[config.mk]
export PLATFORM = sky130hd
export DESIGN_NAME = net_router
export DESIGN_NICKNAME = d
export VERILOG_FILES = /design/src/verilog/net_pkg.sv /design/src/verilog/net_router.sv /design/src/verilog/net_output_ctrl.sv /design/src/verilog/net_input_unit.sv /design/src/verilog/net_rr_arb.sv
export VERILOG_INCLUDE_DIRS = /design/src /design/src/include
export SDC_FILE = /design/constraint.sdc
export NUM_CORES = 1
export LEC_CHECK = 0
export BUFFER_PORTS_ARGS = -buffer_cell sky130_fd_sc_hd__buf_2
export CAP_MARGIN = 15
export CORE_ASPECT_RATIO = 2
export CORE_MARGIN = 1.5
export CORE_UTILIZATION = 35
export DETAILED_ROUTE_END_ITERATION = 8
export SYNTH_ARGS = -nofsm -noshare
export SYNTH_HDL_FRONTEND = slang
export SYNTH_SLANG_ARGS = --single-unit
[constraint.sdc]
create_clock -name clk -period 12 [get_ports clk]
set_input_delay 0.6 -clock clk [delete_from_list [all_inputs] [get_ports clk]]
set_output_delay 0.6 -clock clk [all_outputs]
set_load 0.05 [all_outputs]
[src/include/net_macros.svh]
/*
 * sizing macros for the secure mesh router
 * port count, node count, queue depth and payload width
 */

`ifndef NET_MACROS_SVH
`define NET_MACROS_SVH

// ------------------------------
// router geometry
// ------------------------------

// west, terminal and east
`define NET_NUM_PORTS 3

// nodes on the linear chain, ids are log2 of this wide
`define NET_NUM_NODES 4

// ------------------------------
// buffering and payload
// ------------------------------

// entries held by each input queue
`define NET_QUEUE_DEPTH 2

// data bits carried by one message
`define NET_PAYLOAD_BITS 8

`endif
[src/verilog/net_pkg.sv]
/*
 * shared types for the router
 * message struct and the port select enum
 */

`include "net_macros.svh"

package net_pkg;

	// width of a node id on the chain
	localparam int node_bits = $clog2(`NET_NUM_NODES);

	// ------------------------------
	// message format
	// ------------------------------

	// one message as it travels through the network
	// the fields are packed msb first in the order below
	typedef struct packed {
		// node the message is heading for
		logic [node_bits-1:0] dest;
		// node that injected the message
		logic [node_bits-1:0] src;
		// security domain, an output only forwards the domain it holds
		logic domain;
		// opaque data
		logic [`NET_PAYLOAD_BITS-1:0] payload;
	} net_msg_t;

	// ------------------------------
	// port names
	// ------------------------------

	// used both as a route result and as a crossbar select
	// the encoding matches the bit position in the request vectors
	typedef enum logic [1:0] {
		port_west = 2'd0,
		port_term = 2'd1,
		port_east = 2'd2
	} net_port_t;

endpackage

[src/verilog/net_router.sv]
/*
 * three port router top, west, terminal and east
 * input units and output controls joined by request and grant wiring
 */

`timescale 1ns/100ps

`include "net_macros.svh"

module net_router import net_pkg::*; (
	input  logic                 clk,
	input  logic                 reset,
	input  logic [node_bits-1:0] router_id,

	input  net_msg_t             p0_in_msg,
	input  logic                 p0_in_val,
	output logic                 p0_in_rdy,
	output net_msg_t             p0_out_msg,
	output logic                 p0_out_val,
	input  logic                 p0_out_rdy,
	output logic                 p0_out_domain,

	input  net_msg_t             p1_in_msg,
	input  logic                 p1_in_val,
	output logic                 p1_in_rdy,
	output net_msg_t             p1_out_msg,
	output logic                 p1_out_val,
	input  logic                 p1_out_rdy,
	output logic                 p1_out_domain,

	input  net_msg_t             p2_in_msg,
	input  logic                 p2_in_val,
	output logic                 p2_in_rdy,
	output net_msg_t             p2_out_msg,
	output logic                 p2_out_val,
	input  logic                 p2_out_rdy,
	output logic                 p2_out_domain
);

	localparam int num_ports = `NET_NUM_PORTS;

	// ------------------------------
	// port bundles as arrays
	// ------------------------------

	net_msg_t in_msg [num_ports];
	logic [num_ports-1:0] in_val;
	logic [num_ports-1:0] in_rdy;
	net_msg_t out_msg [num_ports];
	logic [num_ports-1:0] out_val;
	logic [num_ports-1:0] out_rdy;
	logic [num_ports-1:0] out_domain;

	assign in_msg[0] = p0_in_msg;
	assign in_msg[1] = p1_in_msg;
	assign in_msg[2] = p2_in_msg;
	assign in_val = {p2_in_val, p1_in_val, p0_in_val};
	assign {p2_in_rdy, p1_in_rdy, p0_in_rdy} = in_rdy;

	assign p0_out_msg = out_msg[0];
	assign p1_out_msg = out_msg[1];
	assign p2_out_msg = out_msg[2];
	assign {p2_out_val, p1_out_val, p0_out_val} = out_val;
	assign out_rdy = {p2_out_rdy, p1_out_rdy, p0_out_rdy};
	assign {p2_out_domain, p1_out_domain, p0_out_domain} = out_domain;

	// ------------------------------
	// request and grant wiring
	// ------------------------------

	// in_ vectors are indexed by output, out_ vectors by input
	logic [num_ports-1:0] in_reqs [num_ports];
	logic [num_ports-1:0] in_grants [num_ports];
	logic [num_ports-1:0] out_reqs [num_ports];
	logic [num_ports-1:0] out_grants [num_ports];
	// every output sees every head, its own mask decides which it takes
	net_msg_t head_msgs [num_ports];

	// transpose, request bit j of input i is request bit i of output j
	for (genvar i = 0; i < num_ports; i++) begin : g_xpose_in
		for (genvar j = 0; j < num_ports; j++) begin : g_xpose_out
			assign out_reqs[j][i] = in_reqs[i][j];
			assign in_grants[i][j] = out_grants[j][i];
		end
	end

	for (genvar i = 0; i < num_ports; i++) begin : g_in
		net_input_unit in_unit (
			.clk       (clk),
			.reset     (reset),
			.router_id (router_id),
			.in_msg    (in_msg[i]),
			.in_val    (in_val[i]),
			.in_rdy    (in_rdy[i]),
			.grants    (in_grants[i]),
			.reqs      (in_reqs[i]),
			.head_msg  (head_msgs[i])
		);
	end

	for (genvar j = 0; j < num_ports; j++) begin : g_out
		net_output_ctrl out_ctrl (
			.clk        (clk),
			.reset      (reset),
			.reqs       (out_reqs[j]),
			.req_msgs   (head_msgs),
			.grants     (out_grants[j]),
			.out_msg    (out_msg[j]),
			.out_val    (out_val[j]),
			.out_rdy    (out_rdy[j]),
			.out_domain (out_domain[j])
		);
	end

endmodule

[src/verilog/net_output_ctrl.sv]
/*
 * output port control with a per output security domain
 * domain masked round robin arbitration and the crossbar column
 */

`timescale 1ns/100ps

`include "net_macros.svh"

module net_output_ctrl import net_pkg::*; (
	input  logic                      clk,
	input  logic                      reset,
	input  logic [`NET_NUM_PORTS-1:0] reqs,
	input  net_msg_t                  req_msgs [`NET_NUM_PORTS],
	output logic [`NET_NUM_PORTS-1:0] grants,
	output net_msg_t                  out_msg,
	output logic                      out_val,
	input  logic                      out_rdy,
	output logic                      out_domain
);

	localparam int num_ports = `NET_NUM_PORTS;

	// ------------------------------
	// domain filtering
	// ------------------------------

	// requests split by whether the head message is in the domain
	// this output currently serves
	logic [num_ports-1:0] match;
	logic [num_ports-1:0] mismatch;
	logic [num_ports-1:0] arb_reqs;
	logic switch_domain;

	always_comb begin
		for (int i = 0; i < num_ports; i++) begin
			match[i] = reqs[i] && (req_msgs[i].domain == out_domain);
			mismatch[i] = reqs[i] && (req_msgs[i].domain != out_domain);
		end
	end

	// the arbiter never sees a request from the other domain, so
	// a foreign message can not be granted onto this link at all
	// with the receiver stalled nothing is offered either, which
	// keeps grant and transfer the same event
	assign arb_reqs = out_rdy ? match : '0;

	// ------------------------------
	// arbitration
	// ------------------------------

	net_rr_arb arbiter (
		.clk    (clk),
		.reset  (reset),
		.reqs   (arb_reqs),
		.grants (grants)
	);

	assign out_val = |grants;

	// ------------------------------
	// crossbar column
	// ------------------------------

	net_port_t xbar_sel;

	// grants are one hot, so the last set bit is the only set bit
	always_comb begin
		xbar_sel = port_west;
		for (int i = 0; i < num_ports; i++) begin
			if (grants[i])
				xbar_sel = net_port_t'(i);
		end
	end

	assign out_msg = req_msgs[xbar_sel];

	// ------------------------------
	// domain register
	// ------------------------------

	// flip only when nothing in the current domain is waiting and
	// something from the other domain is, the link is idle in that cycle
	// this flip does not look at out_rdy, a stalled link can still turn
	assign switch_domain = !(|match) && (|mismatch);

	always_ff @(posedge clk) begin
		if (reset)
			out_domain <= 1'b0;
		else if (switch_domain)
			out_domain <= !out_domain;
	end

	// every message on the link belongs to the domain the link advertises
	a_domain_match: assert property (@(posedge clk) disable iff (reset)
		out_val |-> out_msg.domain == out_domain);

	// the domain only turns over on a cycle with no transfer
	a_domain_idle_switch: assert property (@(posedge clk) disable iff (reset)
		out_domain != $past(out_domain) |-> !$past(out_val));

endmodule

[src/verilog/net_input_unit.sv]
/*
 * input port of the router
 * two entry message queue and route lookup for the head
 */

`timescale 1ns/100ps

`include "net_macros.svh"

module net_input_unit import net_pkg::*; (
	input  logic                      clk,
	input  logic                      reset,
	input  logic [node_bits-1:0]      router_id,
	input  net_msg_t                  in_msg,
	input  logic                      in_val,
	output logic                      in_rdy,
	input  logic [`NET_NUM_PORTS-1:0] grants,
	output logic [`NET_NUM_PORTS-1:0] reqs,
	output net_msg_t                  head_msg
);

	localparam int depth = `NET_QUEUE_DEPTH;
	localparam int ptr_bits = $clog2(depth);
	localparam int cnt_bits = $clog2(depth + 1);

	// ------------------------------
	// message queue
	// ------------------------------

	net_msg_t entries [depth];
	logic [ptr_bits-1:0] head_ptr;
	logic [ptr_bits-1:0] tail_ptr;
	logic [cnt_bits-1:0] count;
	logic empty;
	logic full;
	logic push;
	logic pop;

	assign empty = (count == '0);
	assign full = (count == cnt_bits'(depth));

	// the sender may push whenever a slot is free, even if a pop is
	// happening in the same cycle on a full queue it must wait
	assign in_rdy = !full;
	assign push = in_val && in_rdy;

	// a grant from any output means the head leaves this cycle
	assign pop = |grants;

	// the slot at the tail takes the incoming message
	always_ff @(posedge clk) begin
		if (push)
			entries[tail_ptr] <= in_msg;
	end

	always_ff @(posedge clk) begin
		if (reset) begin
			head_ptr <= '0;
			tail_ptr <= '0;
			count <= '0;
		end else begin
			if (push)
				tail_ptr <= (tail_ptr == ptr_bits'(depth - 1)) ? '0 : tail_ptr + 1'b1;
			if (pop)
				head_ptr <= (head_ptr == ptr_bits'(depth - 1)) ? '0 : head_ptr + 1'b1;
			// simultaneous push and pop leave the count alone
			if (push && !pop)
				count <= count + 1'b1;
			else if (pop && !push)
				count <= count - 1'b1;
		end
	end

	assign head_msg = entries[head_ptr];

	// ------------------------------
	// route computation
	// ------------------------------

	net_port_t route;

	// nodes sit on a line, so the comparison alone picks the direction
	always_comb begin
		if (head_msg.dest == router_id)
			route = port_term;
		else if (head_msg.dest > router_id)
			route = port_east;
		else
			route = port_west;
	end

	// one hot request toward the routed output, silent while empty
	always_comb begin
		reqs = '0;
		if (!empty)
			reqs[route] = 1'b1;
	end

	// the output controls only grant what was requested, so any grant
	// must find a message here, and never more than one output grants it
	a_grant_has_head: assert property (@(posedge clk) disable iff (reset)
		pop |-> !empty && $onehot(grants));

	// a message offered to a full queue stays on the port until room opens
	a_no_overflow: assert property (@(posedge clk) disable iff (reset)
		in_val && full |=> in_val && $stable(in_msg));

endmodule

[src/verilog/net_rr_arb.sv]
/*
 * round robin arbiter over the router ports
 */

`timescale 1ns/100ps

`include "net_macros.svh"

module net_rr_arb (
	input  logic                      clk,
	input  logic                      reset,
	input  logic [`NET_NUM_PORTS-1:0] reqs,
	output logic [`NET_NUM_PORTS-1:0] grants
);

	localparam int num_reqs = `NET_NUM_PORTS;
	localparam int ptr_bits = $clog2(num_reqs);

	// first position searched in the current cycle
	logic [ptr_bits-1:0] prio;
	// index of the winning requester, only meaningful when found is set
	logic [ptr_bits-1:0] winner;
	logic found;

	// walk the requesters starting at the priority pointer
	// the first one that is asking wins
	always_comb begin
		grants = '0;
		winner = prio;
		found = 1'b0;
		for (int k = 0; k < num_reqs; k++) begin
			if (!found && reqs[(int'(prio) + k) % num_reqs]) begin
				found = 1'b1;
				winner = ptr_bits'((int'(prio) + k) % num_reqs);
			end
		end
		if (found)
			grants[winner] = 1'b1;
	end

	// the pointer moves one past the winner, and holds when nobody asked
	// after reset port 0 is searched first
	always_ff @(posedge clk) begin
		if (reset)
			prio <= '0;
		else if (found)
			prio <= (winner == ptr_bits'(num_reqs - 1)) ? '0 : winner + 1'b1;
	end

	// at most one winner, and only ever one that was asking
	a_grant_legal: assert property (@(posedge clk) disable iff (reset)
		$onehot0(grants) && ((grants & ~reqs) == '0));

endmodule

==> results of run 1 <==
## state kept, by name, summed over array words and instances, names as in the netlist, named ones only
| name | cells |
|---|---|
| g_out.out_ctrl.out_domain | 3 |
| g_in.in_unit.entries | 78 |
| g_in.in_unit.head_ptr | 3 |
| g_out.out_ctrl.arbiter.prio | 6 |
| g_in.in_unit.count | 6 |
| g_in.in_unit.tail_ptr | 3 |
## metal layers
layer  routed length (um)  up-vias
li1                     -     2197
met1                 5650     2183
met2                 8850      141
met3                  622       22
met4                  568        0
met5                    0        -
## synth_stat cells, types with 5 or more instances
cell type / number / area share [%]
clkbuf_1: 21 / 1.4
edfxtp_1: 78 / 40
o21ai_0: 26 / 2.2
nand2_1: 26 / 1.7
nor2_1: 77 / 5.0
nand3_1: 6 / 0.52
a211oi_1: 5 / 0.64
nor3_1: 11 / 0.95
a21oi_1: 46 / 4.0
dfxtp_1: 24 / 8.3
mux2_2: 47 / 9.1
xnor2_1: 7 / 1.1
mux2i_1: 16 / 2.8
or3_1: 7 / 0.75
nand2b_1: 6 / 0.64
ha_1: 15 / 3.2
o22ai_1: 17 / 1.8
and3_1: 5 / 0.54
xor2_1: 12 / 1.8
o211ai_1: 8 / 1.0
inv_1: 20 / 1.3
## cell type report
class / instances / area share (%)
clock buffers: 15 / 4.75
clock inverters: 1 / 0.0739
inverters: 21 / 1.16
multi-input cells: 397 / 40.8
flip-flops and latches: 102 / 41.7
well taps: 204 / 3.77
repair buffers: 101 / 7.71
## placed cells by master (no fill, tap or decap), drive strengths merged, types with 5 or more instances in the layout
master / synthesis / routed
a211oi: 6 / 6
mux2: 48 / 48
edfxtp: 78 / 78
xor2: 12 / 12
and3: 5 / 5
nor2: 77 / 77
inv: 20 / 20
mux2i: 18 / 18
ha: 15 / 15
dfxtp: 24 / 24
nand3: 6 / 6
buf: 9 / 101
a21oi: 46 / 46
xnor2: 8 / 8
o211ai: 8 / 8
and2: 5 / 5
o21ai: 27 / 27
clkbuf: 22 / 15
o22ai: 17 / 17
nand2b: 6 / 6
nand2: 27 / 27
nor3: 13 / 13
or3: 7 / 7
## stage by stage
step                      instances  hold WS [ps]  setup slack (ps)
after floorplan                 551           453              7340
after global placement          824           464              6900
after detailed placement        824           471              6890
after CTS                       840           420              6450
after global routing            841           425              6150
final                           841           437              6450
## path summary, 6_finish.rpt
path,to,cells past startpoint
max,p2_out_msg[11],13
min,g_in[2].in_unit.entries[1][5],1
max reg2reg,g_in[0].in_unit.count[1],14
min reg2reg,g_out[1].out_ctrl.arbiter.prio[1],2
## power by group through the flow
stage / Combinational, uW / Sequential [uW] / Clock [uW]
6_report: 906 / 513 / 307
5_1_grt: 971 / 521 / 325
4_1_cts: 903 / 514 / 316
3_5_place_dp: 898 / 521 / 0
3_3_place_gp: 882 / 517 / 0
2_1_floorplan: 712 / 497 / 0
## cell families after synthesis
kind of cell             after synthesis  synth area share [%]
AND/OR/NAND/NOR                      160                  13.3
XOR/XNOR                              20                  3.14
adder cells (fa/ha/maj)               17                  3.57
multiplexers                          66                  12.9
AO/OA/AOI/OAI                        134                  14.6
flip-flops                           102                  48.5
buffers and inverters                 52                  4.04
## worst max-delay path, cell delays in order (launching register included)
cell and delay, ps:
dfxtp_1 860, mux2i_1 520, inv_1 90, ha_1 330
nor2b_1 140, o221ai_1 460, nor3_2 180, or4b_4 510
a211oi_2 260, a41oi_2 100, nand2_1 420, o21ai_0 160
o22ai_1 240, buf_2 310
==> impl_metrics.env, run 1 <==
export IMPL_status="finished, final reports clean"
export IMPL_gp_congestion=0.797
export IMPL_seq_area_frac_synth_pct=48.5
export IMPL_clk_latency_ps=350
export IMPL_diodes=0
export IMPL_max_cap_viol_count=0
export IMPL_vdd_drop_max_mv=0.229
export IMPL_timing_fmax_mhz=180
export IMPL_avgViaCountPerCell=5.40
export IMPL_cp_arrival_ps=4950
export IMPL_dpl_hpwl_um=11900
export IMPL_ys_ff_latch=102
export IMPL_setup_worst_path_class="flop to output port"
export IMPL_wl_per_cell_um=18.7
export IMPL_setup_violations=0
export IMPL_holdBufCountCts=0
export IMPL_drtIter0Drc=192
export IMPL_grt_total_usage_pct=18.4
export IMPL_ctsResizeCount=0
export IMPL_drc=0
export IMPL_final_core_util_pct=41.6
export IMPL_synth_nets=615
export IMPL_grt_use_met3_pct=2.38
export IMPL_syn_avg_cell_area_um2=10.6
export IMPL_grt_pass1_wl_um=23900
export IMPL_synth_edff_count=78
export IMPL_power_frac_comb_pct=52.5
export IMPL_switching_share_pct=46.6
export IMPL_clock_skew_ps=13.7
export IMPL_synthesis_instances=551
export IMPL_final_max_slew_viol_count=0
export IMPL_sequentialPowerShare_pct=29.7
export IMPL_rows=66
export IMPL_io_buffer_count=96
export IMPL_grt_max_degree=29
export IMPL_multi_input_comb_area_um2=2770
export IMPL_drive_gt1_share_pct=28.3
export IMPL_coreArea_um2=16300
export IMPL_worst_slew_pin_slew_ps=1080
export IMPL_synthFlopType="edfxtp_1"
export IMPL_numCtsBuffers=9
export IMPL_fill_cells=1566
export IMPL_wirelength_um=15700
export IMPL_power_uw=1730
export IMPL_die_area_um2=17500
export IMPL_met1_usage_pct=18.6
export IMPL_rsz0062_at_grt="false"
export IMPL_die_w_um=94.2
export IMPL_p_switching_uw=804
export IMPL_first_pass_iters=6
export IMPL_syn2layout_area_growth_pct=16.3
export IMPL_synth_distinct_cells=65
export IMPL_start_util_pct=35.8
export IMPL_hp_start="p2_in_msg[5]"
export IMPL_hold_class="input port to flop"
export IMPL_p_per_area_nw_per_um2=255
export IMPL_num_io_pins=97
export IMPL_design_area_um2=6770
export IMPL_grt_busiest_layer="met2"
export IMPL_grt_met2_usage_pct=35.3
export IMPL_p_leak_uw=0.00258
export IMPL_async_flop_share_pct=0
export IMPL_grt_overflow_total=0
export IMPL_period_minus_slack_ps=5550
export IMPL_syn_area_um2=5820
export IMPL_cp_end_kind="output port"
export IMPL_cp_data_required_time_ps=11400
export IMPL_cp_start_kind="flop"
export IMPL_post_cts_buffers=0
export IMPL_die_h_um=185
export IMPL_cts_clk_slew_worst_paths_ps=80
export IMPL_layout_nets=696
export IMPL_relSlewSlack_pct=27.4
export IMPL_ys_warnings_count=0
export IMPL_hold_viol_final=0
export IMPL_vias=4543
export IMPL_p_int_uw=922
export IMPL_cts_sinks=102
export IMPL_regToRegSetupSlack_ps=7070
export IMPL_cts_tree="yes"
export IMPL_cts_root_to_sink_buffers=2
export IMPL_tns_ps=0
export IMPL_ant_nets=0
export IMPL_cts_root_buffer="clkbuf_16"
export IMPL_antenna_found_initial=0
export IMPL_cp_max_fo=14
export IMPL_postPlaceCellArea_um2=6430
export IMPL_p_clk_share_pct=17.8
export IMPL_h_tree_depth=3
export IMPL_finalCritPeriodShare_pct=46.3
export IMPL_grt_pass1_vias=4586
export IMPL_final_seq_area_um2=2820
(Power assumes the default switching activity.)
==> inputs of run 2 (changes only) <==
- ABC_AREA: not set -> 1
- clock period: 12 -> 5.7 ns (I/O delays scaled with it)
==> run 2 against run 1 <==
Effect of this change:
- register-to-register slack got worse by 6000 ps
- final cell count grew 23%
- critical path type unchanged
- first-iteration DRC count is 8.3% higher
- sequential power rose by 97%
- flip-flop and latch count did not move
- combinational power increased to 3.1 times the previous value
- synthesized cell count increased by 32%
- die area up 6.7%
- clock-buffer cell count decreased by 3
- non-clock buffer count rose by 2
- cell area increased by 5.2%
==> impl_metrics.env, run 2 <==
export IMPL_layout_nets=884
export IMPL_coreArea_um2=17400
export IMPL_hold_viol_final=0
export IMPL_final_max_slew_viol_count=0
export IMPL_synthesis_instances=730
export IMPL_cp_max_fo=17
export IMPL_ctsResizeCount=0
export IMPL_mostFrequentLayoutCell="nand2_1"
export IMPL_relSlewSlack_pct=27.2
export IMPL_grt_total_usage_pct=19.3
export IMPL_wirelength_um=17700
export IMPL_yosys_area_top_type="edfxtp_1"
export IMPL_postPlaceCellArea_um2=6810
export IMPL_grt_pass1_wl_um=26900
export IMPL_layout_common_cells="182 x nand2_1, 96 x buf_2, 87 x nand3_1"
export IMPL_gp_congestion=0.944
export IMPL_setup_worst_path_class="flop to output port"
export IMPL_syn2layout_area_growth_pct=14.5
export IMPL_numCtsBuffers=9
export IMPL_worst_slew_pin_slew_ps=1090
export IMPL_rows=68
export IMPL_ys_ff_latch=102
export IMPL_design_area_um2=7120
export IMPL_vias=5315
export IMPL_holdBufCountCts=0
export IMPL_cp_start_kind="flop"
export IMPL_timing_fmax_mhz=209
export IMPL_num_io_pins=97
export IMPL_synth_distinct_cells=38
export IMPL_hold_class="input port to flop"
export IMPL_synth_edff_count=78
export IMPL_synthFlopType="edfxtp_1"
export IMPL_grt_max_degree=28
export IMPL_yosysMostFrequentCell="nand2_1"
export IMPL_h_tree_depth=3
export IMPL_syn_avg_cell_area_um2=8.52
export IMPL_cts_sinks=102
export IMPL_drive_gt1_share_pct=22.5
export IMPL_status="finished, final reports clean"
export IMPL_cts_tree="yes"
export IMPL_top_regs="g_in.in_unit.entries x78, g_in.in_unit.count x6, g_out.out_ctrl.arbiter.prio x6"
export IMPL_wl_per_cell_um=17.1
export IMPL_multi_input_comb_area_um2=2910
export IMPL_synth_nets=794
export IMPL_synth_common_cells="182 x nand2_1, 87 x nand3_1, 78 x edfxtp_1, 68 x inv_1, 43 x nor2_1"
export IMPL_fill_cells=1804
export IMPL_p_per_area_nw_per_um2=614
export IMPL_synth_top_area_share_pct=37.7
export IMPL_drc=0
export IMPL_async_flop_share_pct=0
export IMPL_clk_latency_ps=350
export IMPL_post_cts_buffers=0
export IMPL_cp_data_required_time_ps=5410
export IMPL_syn_area_um2=6220
export IMPL_drtIter0Drc=208
export IMPL_max_cap_viol_count=0
export IMPL_period_minus_slack_ps=4790
export IMPL_ys_warnings_count=0
export IMPL_clock_skew_ps=7.65
export IMPL_tns_ps=0
export IMPL_setup_violations=0
export IMPL_avgViaCountPerCell=5.14
export IMPL_grt_pass1_vias=5103
export IMPL_largest_register="g_in.in_unit.entries"
export IMPL_die_area_um2=18600
export IMPL_vdd_drop_max_mv=0.385
export IMPL_antenna_found_initial=0
export IMPL_ant_nets=0
export IMPL_io_buffer_count=96
export IMPL_synth_area_leaders="edfxtp_1 38%, nand2_1 11%, dfxtp_1 7.7%"
export IMPL_rsz0062_at_grt="false"
export IMPL_cts_root_buffer="clkbuf_16"
export IMPL_finalCritPeriodShare_pct=84.1
export IMPL_diodes=0
export IMPL_cp_arrival_ps=4510
export IMPL_cp_end_kind="output port"
export IMPL_dpl_hpwl_um=14200
export IMPL_largest_reg_flops=78
export IMPL_final_seq_area_um2=2820
export IMPL_die_h_um=192
export IMPL_die_w_um=97.3
export IMPL_cts_clk_slew_worst_paths_ps=70
export IMPL_cts_root_to_sink_buffers=2
export IMPL_grt_overflow_total=0
export IMPL_first_pass_iters=5
export IMPL_seq_area_frac_synth_pct=45.4
export IMPL_final_core_util_pct=41.0
export IMPL_start_util_pct=35.8
export IMPL_p_leak_uw=0.00311
run 2: cell types whose count changed after synthesis, moves of 30 or more:
cell     previous run  this run
nand2_1            26       182
nor2_1             77        43
mux2_2             47         0
nand3_1             6        87
inv_1              20        68
a21oi_1            46        16
nand4_1             0        31
o21ai_1             0        40
run 2: final cells by class:
type                       count  share of cell area [%]
clock inverter                 3                   0.650
timing repair buffer         103                    7.54
tap                          210                    3.69
inverter                      78                    4.29
multi-input combinational    526                    40.9
sequential                   102                    39.6
clock buffer                  12                    3.32
run 2: path summary, 6_finish.rpt:
path,cells after the start,slack [ps],end,start
max reg2reg,24,1070,g_in[2].in_unit.count[1],flop
min,1,120,g_in[0].in_unit.entries[0][11],p0_in_msg[11]
min reg2reg,2,500,g_in[2].in_unit.head_ptr,g_in[2].in_unit.head_ptr
max,20,910,p0_out_msg[8],flop
run 2: logic make-up after synthesis:
kind of cell / count (synthesis) / synth area share (%)
AOI/OAI and AO/OA: 85 / 7.87
xor gates and xnor gates: 3 / 0.423
adders and majority gates: 15 / 3.02
buffers and inverters: 102 / 7.81
DFF: 102 / 45.4
muxes: 23 / 3.70
and+or+nand+nor: 400 / 31.8
run 2: critical path, stage by stage, from the launching register on:
cell and delay [ps]:
dfxtp_1 310, buf_4 260, inv_4 70, or2_2 270, o21ai_0 110, inv_1 120
ha_1 320, nand2_1 130, o21ai_1 160, nor2_1 340, nand4_1 150, nand3_1 100
nand2_1 90, inv_2 110, nor2_4 50, nand3_1 360, nand3_2 430, o21ai_0 280
nand2_1 70, o21ai_1 90, buf_2 300
run 2: metrics by stage:
step	std cells	setup WS, ps	hold slack [ps]	power, uW
3_5_place_dp	1016	1120	476	3790
5_1_grt	1034	500	108	4650
2_1_floorplan	730	1780	384	3170
3_3_place_gp	1016	1160	474	3780
6_report	1034	906	117	4370
4_1_cts	1031	919	104	4390
run 2: power breakdown:
part | internal, uW | leakage (uW) | switching (uW) | total (uW)
combinational | 684 | 0.00206 | 2080 | 2770
sequential | 938 | 0.000925 | 73.4 | 1010
clock | 339 | 0.000133 | 253 | 592
run 2: layer usage:
layer	track usage (%)	part of all wire, %	vias to the layer above
li1	-	-	2664
met1	18.1	33	2433
met2	37.9	57	166
met3	2.23	3.6	52
met4	13.6	6.4	0
met5	0	0	-
